[src/design/axi_pkg.sv]
`default_nettype none

package axi_pkg;

    // bus field widths
    localparam int ID_WIDTH   = 4;
    localparam int ADDR_WIDTH = 32;
    localparam int DATA_WIDTH = 32;
    localparam int STRB_WIDTH = DATA_WIDTH / 8;

    // fixed AXI3 field sizes
    localparam int LEN_WIDTH   = 4;
    localparam int SIZE_WIDTH  = 3;
    localparam int LOCK_WIDTH  = 2;
    localparam int CACHE_WIDTH = 4;
    localparam int PROT_WIDTH  = 3;

    typedef enum logic [1:0] {
        FIXED = 2'b00,
        INCR  = 2'b01,
        WRAP  = 2'b10
    } burst_e;

    typedef enum logic [1:0] {
        OKAY   = 2'b00,
        EXOKAY = 2'b01,
        SLVERR = 2'b10,
        DECERR = 2'b11
    } resp_e;

    // shared by aw and ar
    typedef struct packed {
        logic [ID_WIDTH-1:0]    id;
        logic [ADDR_WIDTH-1:0]  addr;
        logic [LEN_WIDTH-1:0]   len;
        logic [SIZE_WIDTH-1:0]  size;
        burst_e                 burst;
        logic [LOCK_WIDTH-1:0]  lock;
        logic [CACHE_WIDTH-1:0] cache;
        logic [PROT_WIDTH-1:0]  prot;
    } addr_chan_t;

    typedef struct packed {
        logic [ID_WIDTH-1:0]   id;
        logic [DATA_WIDTH-1:0] data;
        logic [STRB_WIDTH-1:0] strb;
        logic                  last;
    } wdata_chan_t;

    typedef struct packed {
        logic [ID_WIDTH-1:0] id;
        resp_e               resp;
    } bresp_chan_t;

    typedef struct packed {
        logic [ID_WIDTH-1:0]   id;
        logic [DATA_WIDTH-1:0] data;
        resp_e                 resp;
        logic                  last;
    } rdata_chan_t;

endpackage

`default_nettype wire

[src/design/xbar_pkg.sv]
`default_nettype none

package xbar_pkg;

    // largest master or slave count
    localparam int MAX_PORTS = 4;
    localparam int SEL_BITS  = $clog2(MAX_PORTS);

    typedef logic [SEL_BITS-1:0] port_idx_t;

    // one route from the external controller
    typedef struct packed {
        logic      en;
        port_idx_t sel;
    } route_t;

    // route enabled and pointing at idx
    function automatic logic route_hit(route_t route, port_idx_t idx);
        return route.en && (route.sel == idx);
    endfunction

endpackage

`default_nettype wire

[src/design/req_router.sv]
`timescale 1ns/1ps
`default_nettype none

module req_router #(
    parameter int  NUM_MASTERS = 2,
    parameter int  NUM_SLAVES  = 2,
    parameter type payload_t   = logic
) (
    input  payload_t            src_data  [NUM_MASTERS],
    input  logic [NUM_MASTERS-1:0] src_valid,
    input  xbar_pkg::route_t    src_route [NUM_MASTERS],
    output logic [NUM_MASTERS-1:0] src_ready,
    output payload_t            dst_data  [NUM_SLAVES],
    output logic [NUM_SLAVES-1:0]  dst_valid,
    output xbar_pkg::port_idx_t dst_src   [NUM_SLAVES],
    input  logic [NUM_SLAVES-1:0]  dst_ready
);

    import xbar_pkg::*;

    // whether each slave is targeted and by which master
    logic [NUM_SLAVES-1:0] found;
    port_idx_t             win [NUM_SLAVES];

    // walk masters high to low so the lowest index lands last
    always_comb begin
        for (int s = 0; s < NUM_SLAVES; s++) begin
            found[s]     = 1'b0;
            win[s]       = '0;
            dst_data[s]  = '0;
            dst_valid[s] = 1'b0;
            for (int m = NUM_MASTERS - 1; m >= 0; m--) begin
                if (route_hit(src_route[m], port_idx_t'(s))) begin
                    found[s]     = 1'b1;
                    win[s]       = port_idx_t'(m);
                    dst_data[s]  = src_data[m];
                    dst_valid[s] = src_valid[m];
                end
            end
        end
    end

    always_comb begin
        for (int s = 0; s < NUM_SLAVES; s++) begin
            dst_src[s] = win[s];
        end
    end

    // a master sees ready only from the slave it won
    always_comb begin
        for (int m = 0; m < NUM_MASTERS; m++) begin
            src_ready[m] = 1'b0;
            for (int s = 0; s < NUM_SLAVES; s++) begin
                if (found[s] && (win[s] == port_idx_t'(m))) begin
                    src_ready[m] = dst_ready[s];
                end
            end
        end
    end

endmodule

`default_nettype wire

[src/design/resp_router.sv]
`timescale 1ns/1ps
`default_nettype none

module resp_router #(
    parameter int  NUM_SLAVES  = 2,
    parameter int  NUM_MASTERS = 2,
    parameter type payload_t   = logic
) (
    input  payload_t               src_data  [NUM_SLAVES],
    input  logic [NUM_SLAVES-1:0]  src_valid,
    input  xbar_pkg::route_t       src_route [NUM_SLAVES],
    output logic [NUM_SLAVES-1:0]  src_ready,
    output payload_t               dst_data  [NUM_MASTERS],
    output logic [NUM_MASTERS-1:0] dst_valid,
    input  logic [NUM_MASTERS-1:0] dst_ready
);

    import xbar_pkg::*;

    // winning slave per master
    logic [NUM_MASTERS-1:0] found;
    port_idx_t              win [NUM_MASTERS];

    // lowest slave index takes the master
    always_comb begin
        for (int m = 0; m < NUM_MASTERS; m++) begin
            found[m]     = 1'b0;
            win[m]       = '0;
            dst_data[m]  = '0;
            dst_valid[m] = 1'b0;
            for (int s = NUM_SLAVES - 1; s >= 0; s--) begin
                if (route_hit(src_route[s], port_idx_t'(m))) begin
                    found[m]     = 1'b1;
                    win[m]       = port_idx_t'(s);
                    dst_data[m]  = src_data[s];
                    dst_valid[m] = src_valid[s];
                end
            end
        end
    end

    // selected master's ready goes back to the winning slave only
    always_comb begin
        for (int s = 0; s < NUM_SLAVES; s++) begin
            src_ready[s] = 1'b0;
            for (int m = 0; m < NUM_MASTERS; m++) begin
                if (found[m] && (win[m] == port_idx_t'(s))) begin
                    src_ready[s] = dst_ready[m];
                end
            end
        end
    end

endmodule

`default_nettype wire

[src/design/axi_xbar_top.sv]
`timescale 1ns/1ps
`default_nettype none

module axi_xbar_top #(
    parameter int NUM_MASTERS = 2,
    parameter int NUM_SLAVES  = 2
) (
    // master side write address
    input  axi_pkg::addr_chan_t    m_aw       [NUM_MASTERS],
    input  logic [NUM_MASTERS-1:0] m_aw_valid,
    input  xbar_pkg::route_t       m_aw_route [NUM_MASTERS],
    output logic [NUM_MASTERS-1:0] m_aw_ready,

    // master side write data
    input  axi_pkg::wdata_chan_t   m_w        [NUM_MASTERS],
    input  logic [NUM_MASTERS-1:0] m_w_valid,
    input  xbar_pkg::route_t       m_w_route  [NUM_MASTERS],
    output logic [NUM_MASTERS-1:0] m_w_ready,

    // master side read address
    input  axi_pkg::addr_chan_t    m_ar       [NUM_MASTERS],
    input  logic [NUM_MASTERS-1:0] m_ar_valid,
    input  xbar_pkg::route_t       m_ar_route [NUM_MASTERS],
    output logic [NUM_MASTERS-1:0] m_ar_ready,

    // slave side write address
    output axi_pkg::addr_chan_t    s_aw       [NUM_SLAVES],
    output logic [NUM_SLAVES-1:0]  s_aw_valid,
    output xbar_pkg::port_idx_t    s_aw_src   [NUM_SLAVES],
    input  logic [NUM_SLAVES-1:0]  s_aw_ready,

    // slave side write data
    output axi_pkg::wdata_chan_t   s_w        [NUM_SLAVES],
    output logic [NUM_SLAVES-1:0]  s_w_valid,
    output xbar_pkg::port_idx_t    s_w_src    [NUM_SLAVES],
    input  logic [NUM_SLAVES-1:0]  s_w_ready,

    // slave side read address
    output axi_pkg::addr_chan_t    s_ar       [NUM_SLAVES],
    output logic [NUM_SLAVES-1:0]  s_ar_valid,
    output xbar_pkg::port_idx_t    s_ar_src   [NUM_SLAVES],
    input  logic [NUM_SLAVES-1:0]  s_ar_ready,

    // write response
    input  axi_pkg::bresp_chan_t   s_b        [NUM_SLAVES],
    input  logic [NUM_SLAVES-1:0]  s_b_valid,
    input  xbar_pkg::route_t       s_b_route  [NUM_SLAVES],
    output logic [NUM_SLAVES-1:0]  s_b_ready,
    output axi_pkg::bresp_chan_t   m_b        [NUM_MASTERS],
    output logic [NUM_MASTERS-1:0] m_b_valid,
    input  logic [NUM_MASTERS-1:0] m_b_ready,

    // read data
    input  axi_pkg::rdata_chan_t   s_r        [NUM_SLAVES],
    input  logic [NUM_SLAVES-1:0]  s_r_valid,
    input  xbar_pkg::route_t       s_r_route  [NUM_SLAVES],
    output logic [NUM_SLAVES-1:0]  s_r_ready,
    output axi_pkg::rdata_chan_t   m_r        [NUM_MASTERS],
    output logic [NUM_MASTERS-1:0] m_r_valid,
    input  logic [NUM_MASTERS-1:0] m_r_ready
);

    import axi_pkg::*;

    // request channels routed by the masters
    req_router #(
        .NUM_MASTERS (NUM_MASTERS),
        .NUM_SLAVES  (NUM_SLAVES),
        .payload_t   (addr_chan_t)
    ) u_aw_router (
        .src_data  (m_aw),
        .src_valid (m_aw_valid),
        .src_route (m_aw_route),
        .src_ready (m_aw_ready),
        .dst_data  (s_aw),
        .dst_valid (s_aw_valid),
        .dst_src   (s_aw_src),
        .dst_ready (s_aw_ready)
    );

    req_router #(
        .NUM_MASTERS (NUM_MASTERS),
        .NUM_SLAVES  (NUM_SLAVES),
        .payload_t   (wdata_chan_t)
    ) u_w_router (
        .src_data  (m_w),
        .src_valid (m_w_valid),
        .src_route (m_w_route),
        .src_ready (m_w_ready),
        .dst_data  (s_w),
        .dst_valid (s_w_valid),
        .dst_src   (s_w_src),
        .dst_ready (s_w_ready)
    );

    // ar has its own route independent of aw
    req_router #(
        .NUM_MASTERS (NUM_MASTERS),
        .NUM_SLAVES  (NUM_SLAVES),
        .payload_t   (addr_chan_t)
    ) u_ar_router (
        .src_data  (m_ar),
        .src_valid (m_ar_valid),
        .src_route (m_ar_route),
        .src_ready (m_ar_ready),
        .dst_data  (s_ar),
        .dst_valid (s_ar_valid),
        .dst_src   (s_ar_src),
        .dst_ready (s_ar_ready)
    );

    // response channels routed by the slaves
    resp_router #(
        .NUM_SLAVES  (NUM_SLAVES),
        .NUM_MASTERS (NUM_MASTERS),
        .payload_t   (bresp_chan_t)
    ) u_b_router (
        .src_data  (s_b),
        .src_valid (s_b_valid),
        .src_route (s_b_route),
        .src_ready (s_b_ready),
        .dst_data  (m_b),
        .dst_valid (m_b_valid),
        .dst_ready (m_b_ready)
    );

    resp_router #(
        .NUM_SLAVES  (NUM_SLAVES),
        .NUM_MASTERS (NUM_MASTERS),
        .payload_t   (rdata_chan_t)
    ) u_r_router (
        .src_data  (s_r),
        .src_valid (s_r_valid),
        .src_route (s_r_route),
        .src_ready (s_r_ready),
        .dst_data  (m_r),
        .dst_valid (m_r_valid),
        .dst_ready (m_r_ready)
    );

endmodule

`default_nettype wire

[config.mk]
export PLATFORM = sky130hd
export DESIGN_NAME = axi_xbar_top
export DESIGN_NICKNAME = d
export VERILOG_FILES = /design/src/design/axi_pkg.sv /design/src/design/xbar_pkg.sv /design/src/design/req_router.sv /design/src/design/resp_router.sv /design/src/design/axi_xbar_top.sv
export SDC_FILE = /design/constraint.sdc
export NUM_CORES = 1
export LEC_CHECK = 0
export ABC_AREA = 1
export BUFFER_PORTS_ARGS = -buffer_cell sky130_fd_sc_hd__clkbuf_2
export CORE_AREA = 2 2 337 339
export DETAILED_ROUTE_END_ITERATION = 8
export DIE_AREA = 0 0 339 341
export GPL_TIMING_DRIVEN = 0
export PLACE_DENSITY = 0.3
export REMOVE_ABC_BUFFERS = 1
export SLEW_MARGIN = 20
export SYNTH_ARGS = -nofsm -noshare
export SYNTH_HDL_FRONTEND = slang
export SYNTH_HIERARCHICAL = 1
export SYNTH_SLANG_ARGS = --single-unit
[constraint.sdc]
create_clock -name vclk -period 1.2
set_input_delay 0.24 -clock vclk [all_inputs]
set_output_delay 0.24 -clock vclk [all_outputs]
set_load 0.05 [all_outputs]
== Word level (Yosys, flattened, before mapping) ==
Cells that the tools add are included.
Word-level totals
  register bits after elaboration: 0
  input bits: 438
  output and inout port bits: 420
Cells by class
  equality and inequality tests: 20
  mux-type cells: 100
  reduce and logical (&&, ||, !) cells: 60
Operators by type and width (number)
  $mux W54: 8
  $mux W41: 4
  $mux W39: 4
  $mux W1: 80
  $logic_and A1 B1 Y1: 40
  $logic_not A2 Y1: 20
  $mux W6: 4
  $eq A2 B1 Y1 const B: 10
  $eq A1 B1 Y1 const B: 10

== Longest topological paths before layout ==
Gate-level depths: netlist of run 1.
  depth in word-level cells: 8
  depth in mapped cells: 7
  gate-level depth less buffers: 5

== By module ==
The synthesis of run 1 kept the hierarchy.
By module, submodules not included
  req_router (u_ar_router ...): instances 2, cells an instance 399, area each 1869.3 um^2, sequential area each 0.0 um^2
  req_router (u_w_router): instances 1, cells an instance 307, area each 1503.9 um^2, sequential area each 0.0 um^2
  resp_router (u_r_router): instances 1, cells an instance 291, area each 1420.1 um^2, sequential area each 0.0 um^2
  resp_router (u_b_router): instances 1, cells an instance 61, area each 359.1 um^2, sequential area each 0.0 um^2

== Least setup slack after synthesis of run 1 ==
Ideal clock, no wire load.
  path kind: in2out
  start point: input port m_w_route[5] in the netlist's numbering
  end point: output port s_w_src[2] in the netlist's numbering
  arrival time: 1.718 ns
  required time: 0.960 ns
  path slack: -0.758 ns
  cell stages on the path: 5
  path buffers: 2
  path through: buf_4 > nand2_4 > inv_4 > buf_6 > nor3_1
RTL lines
  start: declaration: RTL line axi_xbar_top.sv:17  | input xbar_pkg::route_t m_w_route [NUM_MASTERS],
  end: declaration: RTL line axi_xbar_top.sv:35  | output xbar_pkg::port_idx_t s_w_src [NUM_SLAVES],

==> metrics.md, run 1 <==
| Metric | Value |
|---|---|
| Vias per cell | `4.27` |
| Initial antenna violation count | `37` |
| Synth Area in Simple Gates | `84.1%` |
| Met2 global-route usage | `36.1%` |
| Mux cell area share after synthesis | `0%` |
| Avg Inst Size Synth | `4.82 um^2` |
| Sequential-to-total area share from yosys stat | `0%` |
| DP HPWL | `80,000 um` |
| GRT met1 Usage | `23.8%` |
| Crit path launch type | `primary input` |
| WL per Instance | `32.8 um` |
| Placed cells | `3,665` |
| Largest net degree at the start of global routing | `31` |
| Seq_cells | `0` |
| Critical Path RT | `0.96 ns` |
| Die X | `339 um` |
| Status | `finished with violations` |
| Worst EP arrival | `1.55 ns` |
| Synthesized-area fraction occupied by xor and xnor cells | `0%` |
| Fmax | `559 MHz` |
| Synth unique cells | `23` |
| Period utilization | `149%` |
| Busiest layer in global routing | `met2` |
| Slack of the critical path | `-0.590 ns` |
| Iter 0 DRT Violations | `1,245` |
| Vias in the first global route | `16,800` |
| Max-slew violation count | `0` |
| Failing checks | `setup timing` |
| Die area | `0.116 mm^2` |
| Warnings, synthesis | `6` |
| Maximum net fanout on the critical path | `6` |
| Post-place instance area | `0.0129 mm^2` |
| Post-layout util | `24.4%` |
| Residual DRC count | `0` |
| GP Congestion | `0.884` |
| Hold-fix buffers, CTS | `0` |
| Compound-Gate Fraction of Synth Area | `0.196%` |
| # setup viols final | `414` |
| Critical path capture point type | `primary output` |
| Synth Area in Adders | `0%` |
| Final hold vios | `0` |
| Tot GR Track Use | `20.8%` |
| Max rail drop VDD | `0.202 mV` |
| CORE AREA | `0.112 mm^2` |
| Total gr overflow | `0` |
| MaxCap Viol Count | `0` |
| Register area | `0 um^2` |
| Die Y | `341 um` |
| Clock buffer count in the final layout | `0` |
| Post-Syn Area | `0.00702 mm^2` |
| Final Critical Period | `1.79 ns` |
| Tightest Hold Check Type | `primary input to primary output` |
| Multi-input logic area | `0.0107 mm^2` |
| Largest family of logic cells by synthesized area | `simple AND/OR/NAND/NOR gates` |
| Total power per unit cell area | `425 mW/mm^2` |
| Leak | `12.4 nW` |
| Post-Layout Cell Count | `3,978` |
| Share of cells above drive strength 1 | `76.9%` |
| Commonest cells post-synth | `nand2_1, nand3_1, nand4_1` |
| Port Buffers | `852` |
| Drt total wl | `130,000 um` |
| Final Cell Area | `0.0273 mm^2` |
| Most common cell in the synthesized netlist | `nand2_1` |
| IO Count | `858` |
| Row cnt | `123` |
| Synth top area share | `32.9%` |
| RSZ-0062 raised after global routing | `true` |
| Fillcell total | `12,100` |
| Nets | `2,904` |
| Cell count after synthesis | `1,457` |
| M3 GR Usage | `5.44%` |
| Final ANT Viol Nets | `0` |
| Area contributors post-synth | `nand2_1, nand3_1, nand4_1` |
| Area grow syn2layout | `288%` |
| First-pass GRT wire length | `164,000 um` |
| 1st-pass router iterations | `7` |
| Area leader, netlist | `nand2_1` |
| Via count | `17,000` |
| Initial Util | `6.28%` |
| Crit path kind | `primary input to primary output` |
[placed cells by master (no fill, tap or decap), drive strengths merged]
cell type    n
and2         3
buf        392
bufbuf       8
clkbuf     718
clkinv      16
conb         6
diode       14
inv         27
nand2      639
nand3      424
nand4      202
nor2        24
nor3         3
o21ai        2
[timing repair]
| action | in CTS | in global routing |
|---|---|---|
| setup endpoints to repair | 414 | 414 |
| gates resized for setup | 1702 | 709 |
| pin swaps | 289 | 192 |
| buffers inserted | 169 | 36 |
| gates cloned | 104 | 16 |
[logic make-up after synthesis]
kind of cell | count (synthesis)
other cells | 3
buf+inv | 192
simple gates | 1260
compound gates | 2
[where the power goes]
group / switching [W] / internal (W) / total [W]
registers: 0 / 0 / 0
logic: 0.00710 / 0.00449 / 0.0116
clock network: 0 / 0.00000000144 / 0.00000000144
[routing by layer]
metal / vias up / share of wire [%]
met1: 8374 / 37
met4: 30 / 6.3
met5: - / 0.15
met3: 288 / 8.7
li1: 7167 / -
met2: 1136 / 48
[metrics by stage]
step	power, W	TNS (ns)	hold slack, ns	worst slack (ns)
2_1_floorplan	0.00348	-530.05	0.669	-2.06
3_3_place_gp	0.00654	-1685.02	0.895	-7.10
3_5_place_dp	0.00672	-630.17	0.893	-2.27
4_1_cts	0.0107	-176.98	0.845	-0.628
5_1_grt	0.0119	-183.28	0.833	-0.611
6_report	0.0116	-170.42	0.828	-0.590
[layout make-up]
| class | count | area share [%] |
|---|---|---|
| Timing Repair Buffer | 1118 | 51.2 |
| Multi-Input combinational cell | 1303 | 39.3 |
| Tap cell | 1500 | 6.88 |
| Timing Repair inverter | 23 | 1.71 |
| Inverter | 20 | 0.780 |
| Antenna cell | 14 | 0.128 |
[final timing paths]
path                          start          end  slack, ns  cells after the start
worst min-delay path  m_ar_route[0]  s_ar_src[2]       0.83                      3
worst max-delay path  m_aw_route[3]     s_aw[59]      -0.59                      9
[worst max-delay path: stages]
cell	delay (ns)
clkbuf_16	0.13
buf_16	0.14
nor2_4	0.16
nand2_8	0.11
buf_16	0.21
buf_12	0.18
nand3_4	0.07
nand2_4	0.09
clkbuf_16	0.19
(Power assumes the default switching activity.)
==> run 2: changes to the inputs <==
--- a/config.mk
+++ b/config.mk
@@ -10,6 +10,7 @@
 export CORE_AREA = 2 2 337 339
 export DETAILED_ROUTE_END_ITERATION = 8
 export DIE_AREA = 0 0 339 341
+export GPL_ROUTABILITY_DRIVEN = 0
 export GPL_TIMING_DRIVEN = 0
 export PLACE_DENSITY = 0.3
 export REMOVE_ABC_BUFFERS = 1
@@ -18,3 +19,4 @@
 export SYNTH_HDL_FRONTEND = slang
 export SYNTH_HIERARCHICAL = 1
 export SYNTH_SLANG_ARGS = --single-unit
+export TNS_END_PERCENT = 30
==> metrics.md, run 2 (synthesized netlist as in run 1, its figures left out) <==
| Metric | Value |
|---|---|
| Status | `finished with violations (unchanged)` |
| Failing checks | `setup timing (unchanged)` |
| WHS | `0.834 ns (was 0.828 ns)` |
| Register area | `0 um^2 (unchanged)` |
| # setup viols final | `414 (unchanged)` |
| Iter 0 DRT Violations | `1,174 (was 1,245)` |
| Die Y | `341 um (unchanged)` |
| MaxCap Viol Count | `0 (unchanged)` |
| First-pass GRT wire length | `156,000 um (was 164,000 um)` |
| Vias per cell | `4.18 (was 4.27)` |
| Clock buffer count in the final layout | `0 (unchanged)` |
| Drt total wl | `125,000 um (was 130,000 um)` |
| Final ANT Viol Nets | `0 (unchanged)` |
| Most frequent cells in the layout | `clkbuf_2, nand2_1, nand3_1 (was clkbuf_2, nand2_1, nand4_1)` |
| Fmax | `552 MHz (was 559 MHz)` |
| Cell mode on critical path | `buf_16` |
| Vias in the first global route | `15,700 (was 16,800)` |
| Port Buffers | `852 (unchanged)` |
| RSZ-0062 raised after global routing | `true (unchanged)` |
| Commonest non-fill, non-tap cell in the layout | `clkbuf_2 (unchanged)` |
| Tightest Hold Check Type | `primary input to primary output (unchanged)` |
| Final hold vios | `0 (unchanged)` |
| Row cnt | `123 (unchanged)` |
| Hold-fix buffers, CTS | `0 (unchanged)` |
| Initial Util | `6.28% (unchanged)` |
| Area grow syn2layout | `221% (was 288%)` |
| CORE AREA | `0.112 mm^2 (unchanged)` |
| Slack of the critical path | `-0.612 ns (was -0.590 ns)` |
| 1st-pass router iterations | `5 (was 7)` |
| Critical Path RT | `0.96 ns (about the same)` |
| Worst EP arrival | `1.57 ns (was 1.55 ns)` |
| DP HPWL | `79,700 um (was 80,000 um)` |
| Seq_cells | `0 (unchanged)` |
| Die X | `339 um (unchanged)` |
| Post-place instance area | `0.0128 mm^2 (was 0.0129 mm^2)` |
| Critical path capture point type | `primary output (unchanged)` |
| Worst path cell trace | `clkbuf_16 -> buf_16 -> nor2_4 -> buf_12 -> nand2_8 -> buf_16 -> buf_16 -> nand3_4 -> nand2_4 -> clkbuf_16 (was clkbuf_16 -> buf_16 -> nor2_4 -> nand2_8 -> buf_16 -> buf_12 -> nand3_4 -> nand2_4 -> clkbuf_16)` |
| Max rail drop VDD | `0.202 mV (about the same)` |
| IO Count | `858 (unchanged)` |
| Die area | `0.116 mm^2 (unchanged)` |
| Nets | `2,872 (was 2,904)` |
| Leak | `10.9 nW (was 12.4 nW)` |
| Crit path launch type | `primary input (unchanged)` |
| Maximum net fanout on the critical path | `8 (was 6)` |
| Via count | `16,500 (was 17,000)` |
| Share of cells above drive strength 1 | `62.7% (was 76.9%)` |
| Crit path kind | `primary input to primary output (unchanged)` |
| Residual DRC count | `0 (unchanged)` |
| Worst path slowest cell | `clkbuf_16 (was buf_16)` |
| Initial antenna violation count | `38 (was 37)` |
| Total gr overflow | `0 (unchanged)` |
| Tot GR Track Use | `19.7% (was 20.8%)` |
| WL per Instance | `31.7 um (was 32.8 um)` |
| CP max stage delay | `0.18 ns (was 0.21 ns)` |
| Max-slew violation count | `0 (unchanged)` |
| Largest net degree at the start of global routing | `29 (was 31)` |
| Period utilization | `151% (was 149%)` |
| Final Critical Period | `1.81 ns (was 1.79 ns)` |
| Total power per unit cell area | `451 mW/mm^2 (was 425 mW/mm^2)` |
| Final Cell Area | `0.0225 mm^2 (was 0.0273 mm^2)` |
[run 2: power breakdown]
group	switching (W)	internal (W)
registers	0	0
logic	0.00650	0.00366
clock network	0	0.00000000156
total	0.00650	0.00366
[run 2: layout make-up]
type | instances | area (um^2)
Timing Repair inverter | 18 | 279
Inverter | 20 | 201
Tap cell | 1500 | 1880
Multi-Input combinational cell | 1297 | 8320
Antenna cell | 17 | 42.5
Timing Repair Buffer | 1097 | 11800
Fill cell | 12700 | 89400
[run 2: worst max-delay path, delay by kind of cell]
kind,cells,cell delay [ns]
buf+inv,6,0.92
simple gates,4,0.39
[run 2: final timing paths]
kind                  slack [ns]          start             to  cells after the start
worst min-delay path        0.83        m_w[77]        s_w[77]                      4
worst max-delay path       -0.61  m_aw_route[3]  s_aw_valid[0]                     10
[run 2: metal layers]
layer	GRT usage (%)	part of all wire (%)	routed length, um	up-vias
met2	34.7	48	60400	1083
met1	22.1	37	45800	8049
li1	-	-	-	7106
met3	5.97	9.1	11400	258
met5	0	0.12	148	-
met4	7.97	6.0	7470	22
[run 2: per-stage QoR]
stage	TNS, ns	total power, W	setup WS (ns)	std cells	util (%)
global placement	-1638.61	0.00651	-6.88	3640	10.9
floorplan	-530.05	0.00348	-2.06	1288	-
global route	-190.21	0.0105	-0.645	3940	20.1
finish	-175.66	0.0102	-0.612	3949	20.1
CTS	-187.69	0.00937	-0.608	3882	17.9
detailed placement	-616.69	0.00667	-2.20	3663	11.5
[run 2: timing repair]
item,in CTS,in global routing
setup endpoints to repair,414,414
cloned,81,18
buffers inserted,138,37
pin swaps,128,121
gates resized for setup,931,604
==> run 3: changes to the inputs <==
--- a/config.mk
+++ b/config.mk
@@ -5,11 +5,10 @@
 export SDC_FILE = /design/constraint.sdc
 export NUM_CORES = 1
 export LEC_CHECK = 0
-export ABC_AREA = 1
 export BUFFER_PORTS_ARGS = -buffer_cell sky130_fd_sc_hd__clkbuf_2
-export CORE_AREA = 2 2 337 339
+export CORE_AREA = 2 2 334 336
 export DETAILED_ROUTE_END_ITERATION = 8
-export DIE_AREA = 0 0 339 341
+export DIE_AREA = 0 0 336 338
 export GPL_ROUTABILITY_DRIVEN = 0
 export GPL_TIMING_DRIVEN = 0
 export PLACE_DENSITY = 0.3
==> metrics.md, run 3 <==
| Metric | Value |
|---|---|
| Status | `finished with violations (unchanged)` |
| Failing checks | `setup timing (unchanged)` |
| MaxCap Viol Count | `0 (unchanged)` |
| Worst path cell trace | `clkbuf_16 -> or3b_4 -> buf_16 -> a31o_4 -> clkbuf_16 (was clkbuf_16 -> buf_16 -> nor2_4 -> buf_12 -> nand2_8 -> buf_16 -> buf_16 -> nand3_4 -> nand2_4 -> clkbuf_16)` |
| Mux cell area share after synthesis | `0% (unchanged)` |
| Synth top area share | `27.7% (was 32.9%)` |
| Switching Share | `61.2% (was 64.0%)` |
| Synth Area in Adders | `0% (unchanged)` |
| First-pass GRT wire length | `93,100 um (was 156,000 um)` |
| Die Y | `338 um (was 341 um)` |
| Final Critical Period | `1.87 ns (was 1.81 ns)` |
| Compound-Gate Fraction of Synth Area | `22.5% (was 0.196%)` |
| IO Count | `858 (unchanged)` |
| Initial antenna violation count | `8 (was 38)` |
| Total gr overflow | `0 (unchanged)` |
| Area leader, netlist | `nand2_1 (unchanged)` |
| Tightest Hold Check Type | `primary input to primary output (unchanged)` |
| Synth Area in Simple Gates | `65.0% (was 84.1%)` |
| Tot GR Track Use | `11.2% (was 19.7%)` |
| Drt total wl | `76,600 um (was 125,000 um)` |
| Crit path launch type | `primary input (unchanged)` |
| Crit path kind | `primary input to primary output (unchanged)` |
| Sequential-to-total area share from yosys stat | `0% (unchanged)` |
| RSZ-0062 raised after global routing | `true (unchanged)` |
| Die X | `336 um (was 339 um)` |
| Area contributors post-synth | `nand2_1, a31o_1, nand3_1 (was nand2_1, nand3_1, nand4_1)` |
| # setup viols final | `414 (unchanged)` |
| Warnings, synthesis | `6 (unchanged)` |
| Fmax | `534 MHz (was 552 MHz)` |
| Cell count after synthesis | `1,231 (was 1,457)` |
| Largest family of logic cells by synthesized area | `simple AND/OR/NAND/NOR gates (unchanged)` |
| P_sw | `0.00508 W (was 0.00650 W)` |
| Post-Syn Area | `0.00669 mm^2 (was 0.00702 mm^2)` |
| Worst EP arrival | `1.63 ns (was 1.57 ns)` |
| Clk network pwr share | `0% (about the same)` |
| Final ANT Viol Nets | `0 (unchanged)` |
| WP buf/inv | `3 (was 6)` |
| Commonest non-fill, non-tap cell in the layout | `clkbuf_2 (unchanged)` |
| Vias per cell | `3.67 (was 4.18)` |
| Setup TNS | `-201.36 ns (was -175.66 ns)` |
| Vias in the first global route | `12,600 (was 15,700)` |
| Clock buffer count in the final layout | `0 (unchanged)` |
| Residual DRC count | `0 (unchanged)` |
| CP max stage delay | `0.56 ns (was 0.18 ns)` |
| Post-Layout Cell Count | `3,684 (was 3,949)` |
| Cell mode on critical path | `clkbuf_16 (was buf_16)` |
| Reg power frac | `0% (about the same)` |
| Synth unique cells | `29 (was 23)` |
| Most common cell in the synthesized netlist | `nand2_1 (unchanged)` |
| Max-slew violation count | `0 (unchanged)` |
| Synthesized-area fraction occupied by xor and xnor cells | `0% (unchanged)` |
| Fillcell total | `12,500 (was 12,700)` |
| PnR Total Power | `0.00830 W (was 0.0102 W)` |
| Iter 0 DRT Violations | `917 (was 1,174)` |
| Register area | `0 um^2 (unchanged)` |
| Port Buffers | `852 (unchanged)` |
| Area grow syn2layout | `188% (was 221%)` |
| Seq_cells | `0 (unchanged)` |
| Leak | `9.51 nW (was 10.9 nW)` |
| Worst path slowest cell | `or3b_4 (was clkbuf_16)` |
| Initial Util | `6.08% (was 6.28%)` |
| Gate power share | `100.0% (about the same)` |
| Commonest cells post-synth | `nand2_1, nand3_1, and2_1 (was nand2_1, nand3_1, nand4_1)` |
| CORE AREA | `0.110 mm^2 (was 0.112 mm^2)` |
| Max rail drop VDD | `0.222 mV (was 0.202 mV)` |
| 1st-pass router iterations | `6 (was 5)` |
| Placed cells | `3,479 (was 3,663)` |
| Avg Inst Size Synth | `5.44 um^2 (was 4.82 um^2)` |
| Most frequent cells in the layout | `clkbuf_2, nand2_1, nand3_1 (unchanged)` |
| Top cell family by delay on the critical path | `simple AND/OR/NAND/NOR gates (was buffers and inverters)` |
| Slack of the critical path | `-0.673 ns (was -0.612 ns)` |
| Largest net degree at the start of global routing | `40 (was 29)` |
| Share of cells above drive strength 1 | `60.2% (was 62.7%)` |
| Nets | `2,631 (was 2,872)` |
| Maximum net fanout on the critical path | `12 (was 8)` |
| Total power per unit cell area | `431 mW/mm^2 (was 451 mW/mm^2)` |
| Int Pwr | `0.00322 W (was 0.00366 W)` |
| Via count | `13,500 (was 16,500)` |
| Row cnt | `122 (was 123)` |
| DP HPWL | `49,000 um (was 79,700 um)` |
| Final hold vios | `0 (unchanged)` |
| Die area | `0.114 mm^2 (was 0.116 mm^2)` |
| WL per Instance | `20.8 um (was 31.7 um)` |
| Critical path capture point type | `primary output (unchanged)` |
| Critical Path RT | `0.96 ns (about the same)` |
| Period utilization | `156% (was 151%)` |
-- run 3: cell type report --
cell class	count	area [um^2]	area share, %
Timing Repair Buffer	1080	10400	53.8
Multi-Input combinational cell	1111	7030	36.5
Tap cell	1488	1860	9.67
Antenna cell	5	12.5	0.0650
-- run 3: power groups by stage --
stage | Combinational (W) | Clock, W | Sequential, W
final | 0.00830 | 0.000000000295 | 0
after global routing | 0.00860 | 0.000000000224 | 0
after global placement | 0.00581 | 0 | 0
after floorplan | 0.00354 | 0 | 0
after CTS | 0.00746 | 0 | 0
after detailed placement | 0.00597 | 0 | 0
-- run 3: final timing paths --
path,endpoint,cells past startpoint,startpoint,slack [ns]
max,s_ar[68],5,m_ar_route[3],-0.67
min,s_ar[38],4,m_ar[92],0.82
-- run 3: what timing repair did --
| item | 4_1_cts | 5_1_grt |
|---|---|---|
| pin swaps | 121 | 144 |
| hold buffers | 0 | 0 |
| endpoints found under the setup margin | 414 | 414 |
| buffers inserted | 104 | 44 |
| cloned | 32 | 23 |
| gates resized for setup | 568 | 633 |
-- run 3: logic make-up after synthesis --
group / count (synthesis)
AND/OR/NAND/NOR: 918
buffers and inverters: 135
other: 3
AO/OA/AOI/OAI: 175
-- run 3: per-stage QoR --
stage	area [um^2]	setup slack [ns]	util, %	hold WS [ns]
2_1_floorplan	5880	-1.55	-	0.676
5_1_grt	19200	-0.679	17.5	0.847
3_5_place_dp	12700	-1.37	11.6	0.878
6_report	19300	-0.673	17.5	0.822
4_1_cts	17100	-0.638	15.5	0.836
3_3_place_gp	12000	-3.80	10.9	0.880
-- run 3: tightest hold or removal path: stages --
cell and delay (ns):
clkbuf_2 0.09, nand2_1 0.05, nand2_1 0.05, buf_6 0.15
-- run 3: routing by layer --
| layer | track usage [%] | share of wire, % |
|---|---|---|
| met5 | 0 | 0.016 |
| met4 | 4.05 | 4.1 |
| met3 | 2.12 | 7.2 |
| met2 | 18.8 | 48 |
| met1 | 14.3 | 41 |
